[src/rtl/led_pkg.sv]
package led_pkg;

	// Eight indicator LEDs sit on the external shift register.
	localparam int led_num = 8;

	// Per-LED mode codes. Codes 5 to 15 hold the current state and do not count.
	typedef enum logic [3:0] {
		mode_off    = 4'd0,
		mode_on     = 4'd1,
		mode_spark  = 4'd2, // One flash, then dark.
		mode_spark1 = 4'd3, // Steady blinking.
		mode_bling  = 4'd4  // Blinking on external ticks, LEDs 2 to 5 only.
	} led_mode_e;

	// The host mode word.
	// The raw view feeds the nibble change detection.
	// The mode view is used for decoding, with LED 0 in the lowest nibble.
	typedef union packed {
		logic [31:0]                 raw;
		led_mode_e [led_num-1:0]     mode;
	} led_cfg_u;

	// One LED state vector on its way to the serializer.
	typedef struct packed {
		logic               upd;  // High for one cycle with a new vector.
		logic [led_num-1:0] leds; // Bit 7 is LED 7.
	} led_frame_t;

endpackage

[src/rtl/led_frame_buf.sv]
module led_frame_buf (
	input  logic                clk,
	input  logic                rst,
	input  led_pkg::led_frame_t frame,
	input  logic                done,
	output led_pkg::led_frame_t out
);

	logic                        pend;      // A vector waits for the serializer.
	logic [led_pkg::led_num-1:0] pend_leds;
	logic                        busy;      // Serializer is shifting a frame.
	logic                        idle;
	logic                        start;

	// The serializer is free again in its done cycle.
	assign idle  = !busy || done;
	assign start = idle && (pend || frame.upd);

	// The newest vector always replaces an older one still waiting.
	always_ff @(posedge clk) begin
		if (frame.upd) begin
			pend_leds <= frame.leds;
		end
	end

	always_ff @(posedge clk) begin
		if (rst) begin
			pend <= 1'b0;
			busy <= 1'b0;
			out  <= '0;
		end else begin
			out.upd <= start;
			if (start) begin
				out.leds <= frame.upd ? frame.leds : pend_leds;
			end
			pend <= (pend || frame.upd) && !start;
			if (start) begin
				busy <= 1'b1;
			end else if (done) begin
				busy <= 1'b0;
			end
		end
	end

endmodule

[src/rtl/led_pattern.sv]
module led_pattern #(
	parameter int spark_max = 15_000_000,
	parameter int bling_max = 3,
	parameter int cnt_w     = 25
) (
	input  logic                clk,
	input  logic                rst,
	input  logic                vld,
	input  led_pkg::led_cfg_u   cfg,
	input  logic [3:0]          bling_tick,
	output led_pkg::led_frame_t frame
);

	localparam logic [cnt_w-1:0] spark_lim = cnt_w'(spark_max);
	localparam logic [cnt_w-1:0] bling_lim = cnt_w'(bling_max);
	localparam logic [cnt_w-1:0] cnt_one   = cnt_w'(1);

	led_pkg::led_cfg_u cfg_q; // Word seen in the previous cycle.

	logic [led_pkg::led_num-1:0] hit;     // Counter reached its limit this cycle.
	logic [led_pkg::led_num-1:0] led_nxt; // State vector to load on vld.

	always_ff @(posedge clk) begin
		cfg_q <= cfg;
	end

	for (genvar i = 0; i < led_pkg::led_num; i++) begin : g_led

		// Only LEDs 2 to 5 have a tick input.
		localparam bit bling_ok = (i >= 2) && (i <= 5);

		led_pkg::led_mode_e mode;
		logic               change;
		logic               tick;
		logic               is_bling;
		logic               cycle;
		logic               run;
		logic [cnt_w-1:0]   lim;
		logic [cnt_w-1:0]   step;
		logic [cnt_w-1:0]   cnt;

		assign mode = cfg.mode[i];

		// A nibble that differs from last cycle restarts the blink phase.
		assign change = cfg.raw[4*i +: 4] != cfg_q.raw[4*i +: 4];

		if (bling_ok) begin : g_tick
			assign tick = bling_tick[i-2];
		end else begin : g_no_tick
			assign tick = 1'b0;
		end

		assign is_bling = bling_ok && (mode == led_pkg::mode_bling);

		// Modes that reload the counter on a hit and keep blinking.
		assign cycle = (mode == led_pkg::mode_spark1) || is_bling;

		// Any other code leaves the counter frozen.
		assign run = (mode == led_pkg::mode_spark) || cycle;

		assign lim = is_bling ? bling_lim : spark_lim;

		// In bling mode the counter moves only on its tick.
		assign step = is_bling ? {{(cnt_w-1){1'b0}}, tick} : cnt_one;

		assign hit[i] = run && (cnt == lim);

		always_ff @(posedge clk) begin
			if (rst) begin
				cnt <= '0;
			end else if (vld && (mode == led_pkg::mode_off || mode == led_pkg::mode_on)) begin
				cnt <= '0;
			end else if (vld && (mode == led_pkg::mode_spark || (cycle && change))) begin
				cnt <= cnt_one;
			end else if (hit[i]) begin
				// A single spark ends here, the blinking modes start a new period.
				cnt <= (mode == led_pkg::mode_spark) ? '0 : cnt_one;
			end else if (run && cnt != '0) begin
				cnt <= cnt + step;
			end
		end

		// Off clears and on or spark light the LED. Everything else keeps it.
		assign led_nxt[i] = (mode == led_pkg::mode_off)   ? 1'b0 :
		                    (mode == led_pkg::mode_on)    ? 1'b1 :
		                    (mode == led_pkg::mode_spark) ? 1'b1 :
		                    frame.leds[i];

	end

	// The state vector is loaded on a write and toggled on limit hits.
	// A write in the same cycle as a hit takes priority.
	always_ff @(posedge clk) begin
		if (rst) begin
			frame <= '0;
		end else begin
			frame.upd <= vld || (|hit);
			if (vld) begin
				frame.leds <= led_nxt;
			end else if (|hit) begin
				frame.leds <= frame.leds ^ hit;
			end
		end
	end

endmodule

[src/rtl/led_shift.sv]
module led_shift #(
	parameter int shift_half = 4
) (
	input  logic                clk,
	input  logic                rst,
	input  led_pkg::led_frame_t load,
	output logic                done,
	output logic                sft_shcp,
	output logic                sft_ds
);

	localparam int hc_w = (shift_half > 1) ? $clog2(shift_half) : 1;
	localparam int bc_w = $clog2(led_pkg::led_num);

	localparam logic [hc_w-1:0] hc_last = hc_w'(shift_half - 1);
	localparam logic [bc_w-1:0] bc_last = bc_w'(led_pkg::led_num - 1);

	logic                        busy;
	logic [hc_w-1:0]             hc;   // Cycle within the half period.
	logic [bc_w-1:0]             bc;   // Bit being sent.
	logic [led_pkg::led_num-1:0] sreg;
	logic                        half_end;

	assign half_end = hc == hc_last;

	// Last cycle of the high half of the last bit.
	assign done = busy && sft_shcp && half_end && (bc == bc_last);

	// MSB leaves first, zeros fill in from the bottom.
	always_ff @(posedge clk) begin
		if (!busy && load.upd) begin
			sreg <= load.leds;
		end else if (busy && sft_shcp && half_end) begin
			sreg <= {sreg[led_pkg::led_num-2:0], 1'b0};
		end
	end

	always_ff @(posedge clk) begin
		if (rst) begin
			busy     <= 1'b0;
			hc       <= '0;
			bc       <= '0;
			sft_shcp <= 1'b0;
			sft_ds   <= 1'b0;
		end else if (!busy) begin
			if (load.upd) begin
				busy     <= 1'b1;
				hc       <= '0;
				bc       <= '0;
				sft_shcp <= 1'b0;
				sft_ds   <= load.leds[led_pkg::led_num-1];
			end
		end else if (!half_end) begin
			hc <= hc + 1'b1;
		end else begin
			hc       <= '0;
			sft_shcp <= !sft_shcp;
			if (sft_shcp) begin
				// Next bit goes on the line while the clock is low.
				sft_ds <= sreg[led_pkg::led_num-2];
				bc     <= bc + 1'b1;
				if (bc == bc_last) begin
					busy <= 1'b0;
				end
			end
		end
	end

endmodule

[src/rtl/led_top.sv]
module led_top #(
	parameter int spark_max  = 15_000_000,
	parameter int bling_max  = 3,
	parameter int shift_half = 4,
	parameter int cnt_w      = 25
) (
	input  logic              clk,
	input  logic              rst,
	input  logic              vld,
	input  led_pkg::led_cfg_u cfg,
	input  logic [3:0]        bling_tick,
	output logic              sft_shcp,
	output logic              sft_ds
);

	led_pkg::led_frame_t frame; // Pattern block to frame buffer.
	led_pkg::led_frame_t out;   // Frame buffer to serializer.
	logic                done;

	led_pattern #(
		.spark_max (spark_max),
		.bling_max (bling_max),
		.cnt_w     (cnt_w)
	) u_pattern (
		.clk        (clk),
		.rst        (rst),
		.vld        (vld),
		.cfg        (cfg),
		.bling_tick (bling_tick),
		.frame      (frame)
	);

	led_frame_buf u_frame_buf (
		.clk   (clk),
		.rst   (rst),
		.frame (frame),
		.done  (done),
		.out   (out)
	);

	led_shift #(
		.shift_half (shift_half)
	) u_shift (
		.clk      (clk),
		.rst      (rst),
		.load     (out),
		.done     (done),
		.sft_shcp (sft_shcp),
		.sft_ds   (sft_ds)
	);

endmodule

[config.mk]
export PLATFORM = sky130hd
export DESIGN_NAME = led_top
export DESIGN_NICKNAME = d
export VERILOG_FILES = /design/src/rtl/led_pkg.sv /design/src/rtl/led_frame_buf.sv /design/src/rtl/led_pattern.sv /design/src/rtl/led_shift.sv /design/src/rtl/led_top.sv
export SDC_FILE = /design/constraint.sdc
export NUM_CORES = 1
export LEC_CHECK = 0
export BUFFER_PORTS_ARGS = -buffer_cell sky130_fd_sc_hd__buf_2
export CAP_MARGIN = 15
export CORE_ASPECT_RATIO = 2
export CORE_MARGIN = 2
export CORE_UTILIZATION = 48
export CTS_CLUSTER_DIAMETER = 50
export DETAILED_ROUTE_END_ITERATION = 10
export HOLD_SLACK_MARGIN = 0.08
export PLACE_DENSITY_LB_ADDON = 0.08
export SETUP_SLACK_MARGIN = 0.02
export SKIP_LAST_GASP = 1
export SLEW_MARGIN = 20
export SYNTH_ARGS = -nofsm -noshare
export SYNTH_HDL_FRONTEND = slang
export SYNTH_SLANG_ARGS = --single-unit
[constraint.sdc]
create_clock -name clk -period 2.62 [get_ports clk]
set_input_delay 0.655 -clock clk [delete_from_list [all_inputs] [get_ports clk]]
set_output_delay 0.655 -clock clk [all_outputs]
set_load 0.05 [all_outputs]
---- Yosys cells after proc, flatten, opt, wreduce, memory -nomap -nowiden ----
Cells that the tools add are included.
storage, ports and cells
  ROM bits ................................ 0
  memories kept ........................... 0
  bits in writable memories ............... 0
  flip-flop bits (word level) ............. 275
  input bits .............................. 39
  bits in latches ......................... 0
  output and inout port bits .............. 2
operators by class
  shift-type cells ........................ 0
  equality and inequality tests ........... 56
  reductions and logical operators ........ 144
  $mul .................................... 0
  divide/modulo/power cells ............... 0
  bitwise logic cells ..................... 1
  order comparisons ....................... 0
  multiplexer cells ....................... 90
  add/sub/neg operators ................... 10
operators by type and width
  kind                     count
  $mux W25                 16
  $reduce_bool A25 Y1      8
  $add A25 B1 Y25 const B  4
  $add A25 B25 Y25         4
  $eq A25 B24 Y1 const B   4
  $eq A25 B25 Y1           4
  $mux W24                 4
  $eq A4 B2 Y1 const B     16
  $mux W1                  58
  $logic_and A1 B1 Y1      46
  $eq A4 B1 Y1 const B     8
  $logic_not A4 Y1         8
  $ne A4 B1 Y1 const B     8
  $ne A4 B4 Y1             8
  $logic_or A1 B1 Y1       31
  $mux W8                  3
  $reduce_bool A2 Y1       12
  $reduce_bool A3 Y1       8
  $reduce_or A3 Y1         8
  $reduce_and A2 Y1        9
  $eq A4 B3 Y1 const B     4
  $reduce_or A2 Y1         8
  $mux W7                  2
  $mux W3                  4
  other kinds (11)         16

---- Depth between registers and ports, before layout ----
  depth in word-level cells ............... 7
  gate-level depth with buffers ........... 12
  gate-level depth less buffers ........... 10

---- By module ----
From an unflattened synthesis, not the netlist that was laid out.
unflattened totals
  cells, all modules ...................... 1,527
  area, all modules ....................... 13,320.3 um^2
modules (own cells, without submodules)
  module         area an instance (um^2)  times used  cells an instance
  led_pattern    11,872.6                 1           1,392
  led_shift      725.7                    1           71
  led_frame_buf  721.9                    1           64

---- Worst setup path after synthesis ----
OpenSTA, ideal clock, no wires.
  path type ............................... in2reg
  from .................................... in cfg[17] in the netlist's numbering
  to ...................................... reg u_pattern.g_led[4].cnt[8]
  stages .................................. 12
  slack ................................... -0.083 ns
  buffers on the path ..................... 2
  arrival ................................. 2.586 ns
  library setup time ...................... 0.117 ns
  path through ............................ buf_2 or3b_1 buf_2 or3_1 ha_1 ha_1 nand3b_1 a21o_1 nor2_1 and3_1 xnor2_1 nor2_1
on the way
  cells in the longest elaborated chain, start to end .. 6
RTL lines
  what                                                                      line               text
  from (decl)                                                               led_top.sv:10      input led_pkg::led_cfg_u cfg,
  parallel branches: the longest is 6 deep, another holds $add A25 B25 Y25  -
  to (signal assigned)                                                      led_pattern.sv:74  cnt <= cnt_one;
  to (signal assigned)                                                      led_pattern.sv:77  cnt <= (mode == led_pkg::mode_spark) ? '0 : cnt_one;
  to (signal assigned)                                                      led_pattern.sv:79  cnt <= cnt + step;
  to (decl)                                                                 led_pattern.sv:40  logic [cnt_w-1:0] cnt;
Parallel ways; which one is timed is not known. The select of a mux whose other input is x is not followed.
A chain may end at the register's enable or synchronous reset.

---- Worst setup path in the final report ----
  from .................................... reg u_pattern.g_led[3].cnt[2]
  to ...................................... reg u_pattern.g_led[3].cnt[11]
on the way
  cells in the longest elaborated chain, start to end .. 3
RTL lines
  what                                                   line               text
  from (decl)                                            led_pattern.sv:40
  from (signal assigned)                                 led_pattern.sv:74
  from (signal assigned)                                 led_pattern.sv:77
  from (signal assigned)                                 led_pattern.sv:79
  $add A25 B25 Y25 (tied with other cells)               led_pattern.sv:79
  $mux W25 (tied with other cells)                       led_pattern.sv:78  end else if (run && cnt != '0) begin
  $mux W25 / $reduce_bool A2 Y1 (equally long branches)  -
Several ways; a longest one is shown, not always the timed one. The select of a mux whose other input is x is not followed.

==> results by group <==
Finish
  • Fin cells: 1951
  • Antenna cells: 0
  • Share of layout cells above drive strength 1: 12.23%
  • Post-layout util: 55.11%
  • Area Overhead vs Synth: 13.78%
  • Nets: 1642

Floorplan
  • FP Rows: 85
  • Die Wd: 120.3 microns
  • Core area: 26800 sq um
  • IO Pins: 41
  • Initial Utilization: 48.43%
  • Die footprint: 28450 sq um
  • Die height: 236.6 microns

Placed design
  • DP HPWL: 21560 microns
  • Final weighted congestion in routability-driven placement: 0.8280
  • PortBufs: 40
  • Placed instance count: 1903

Route
  • DR vias/cell: 5.451
  • Initial drt markers: 392
  • Detail Route Antenna Nets: 0
  • Routed vias: 10634
  • First drt pass iteration count: 4
  • Final WL: 29390 microns
  • Wirelength per Cell: 15.06 microns
  • Residual DRC: 0

Synthesis
  • Mapped cell area: 12980 sq um
  • Most common cell in the synthesized netlist: nor2_1
  • Commonest cells post-synth: 297 x nor2_1, 268 x dfxtp_1, 113 x xor2_1, 105 x nand2_1, 93 x nand3_1
  • Syn_area_per_cell: 8.682 sq um
  • Register area share after synthesis: 42.95%
  • Syn_nets: 1553
  • Post-synth ARST share: 0%
  • EDFF count, synth: 7
  • Synth warn: 0
  • Yosys cell types: 75
  • Synth top area cells: dfxtp_1 41%, nor2_1 8.6%, xor2_1 7.6%, xnor2_1 5.4%, nand3_1 3.6%
  • Synth area leader: dfxtp_1
  • Top_reg_cell synth: dfxtp_1
  • Post-synth top area share: 41.33%
  • Mapped Cells: 1495
  • Register bit total from synthesis: 275

Clocking
  • Clk buf depth: 3
  • Clk root buf: clkbuf_16
  • Clock sink count: 275
  • Worst-Skew Late Latency: 550 ps
  • Post-CTS sizing: 0
  • Post-CTS setup buffers: 0
  • Clock slew at reported path FFs: 70 ps
  • H-tree levels: 1
  • TritonCTS clock tree: done
  • CTS Hold Buffers Added: 0
  • CTS Buf Count: 27

Timing
  • Max-slew headroom: 39.99%
  • Final min period: 2543 ps
  • Fmax: 393.3 MHz
  • Total negative setup slack: 0 ps
  • Worst-margin pin slew: 894.7 ps
  • Clock Skews: 14.09 ps
  • Tcrit/Tclk final: 97.06%
  • RSZ-0062 raised after global routing: false
  • Pins Over Slew Limit: 0
  • Fin. Hold Viols: 0
  • Setup violations, final: 0

Power
  • VDD IR-drop max: 0.5392 mV
  • Power per cell area: 572.7 nW/um^2
  • Pwr Total: 8458 uW
  • Leak: 0.005326 uW

Global route
  • Global-route wire length before repair: 49430 microns
  • Antenna violations before repair: 0
  • Tot GR Track Use: 20.90%
  • Vias in the first global route: 10643
  • GR Overflow Total: 0
  • Largest net degree at the start of global routing: 25

Worst setup path
  • Crit. End Element: flop
  • WS Path Type: flop to flop
  • Startpoint Class: flop
  • CP Max Fanout: 9
  • Crit path required time: 3050 ps
  • Worst EP arrival: 2970 ps

Flow run
  • # Max-Cap Violations: 0

Status
  • Run status: completed

Min path
  • HP Class: primary input to flop
[state kept, by name, indices dropped and copies added (netlist names), 2 cells and up]
name,flops
u_pattern.g_led.cnt,200
u_shift.sreg,7
u_frame_buf.pend_leds,8
u_pattern.cfg_q,32
u_shift.hc,2
u_pattern.frame,9
u_shift.bc,3
u_frame_buf.out,9
[area by class of cell]
type	instances	area (sq um)
sequential	275	5575
fill	2602	12030
timing repair buffer	100	688.2
tap	348	435.4
clock buffer	35	745.7
clock inverter	13	102.6
inverter	35	131.4
multi-input combinational	1145	7091
[cell usage in the layout (no fill, tap or decap), types with 18 or more instances in the layout]
| master | netlist | layout |
|---|---|---|
| a21oi_1 | 31 | 31 |
| and3_1 | 43 | 43 |
| and4_1 | 18 | 18 |
| buf_2 | 11 | 40 |
| buf_4 | 0 | 57 |
| clkbuf_16 | 0 | 27 |
| dfxtp_1 | 268 | 268 |
| inv_1 | 35 | 35 |
| mux2_2 | 19 | 19 |
| nand2_1 | 105 | 105 |
| nand3_1 | 93 | 93 |
| nand4_1 | 64 | 64 |
| nor2_1 | 297 | 297 |
| nor3_1 | 43 | 43 |
| nor4_1 | 44 | 44 |
| xnor2_1 | 80 | 80 |
| xor2_1 | 113 | 113 |
[metrics by stage]
| step | setup slack (ps) | instance area (sq um) | hold slack, ps |
|---|---|---|---|
| 6_report | 77.10 | 14770 | 261.9 |
| 5_1_grt | 30.04 | 14770 | 240.9 |
| 4_1_cts | 91.73 | 14770 | 233.2 |
| 3_5_place_dp | -148.9 | 13920 | 464.8 |
| 3_3_place_gp | -121.0 | 13920 | 460.7 |
| 2_1_floorplan | -15.74 | 13000 | 442.0 |
[critical path, cell delays in order, from the launching register on]
cell	delay, ps
dfxtp_1	360
nor4_1	480
nand4_1	320
o41ai_2	810
or4_1	250
xor2_1	150
nor2_1	50
[final timing paths]
path                                  start                    endpoint  slack, ps  cells after the start
setup / recovery  u_pattern.g_led[3].cnt[2]  u_pattern.g_led[3].cnt[11]         80                      6
hold / removal                      cfg[30]         u_pattern.cfg_q[30]        260                      1
setup reg to reg  u_pattern.g_led[3].cnt[2]  u_pattern.g_led[3].cnt[11]         80                      6
hold reg to reg    u_frame_buf.pend_leds[2]    u_frame_buf.pend_leds[2]        480                      1
[logic make-up (layout without fill, tap and decap cells)]
group                    count (synthesis)  after routing  share of synthesized area (%)
flip-flops                             275            275                          42.95
AO/OA/AOI/OAI                          113            113                          6.584
adder cells (fa/ha/maj)                 19             19                          1.832
AND/OR/NAND/NOR                        791            791                          30.61
buffers and inverters                   75            183                          2.583
XOR/XNOR                               193            193                          13.02
multiplexers                            29             29                          2.420
[report_power, final]
group | internal [uW] | switching (uW)
Clock | 2110 | 1650
Sequential | 4260 | 32.8
Combinational | 167 | 246
[routing by layer]
metal  global-route usage [%]  vias to the layer above  wire length (microns)
met4                    7.893                        0                    904
li1                         -                     5419                      -
met5                        0                        -                      0
met1                    21.08                     5003                  11290
met3                    2.505                       57                    821
met2                    42.20                      155                  16370
Power figures use the tool's default switching activity.
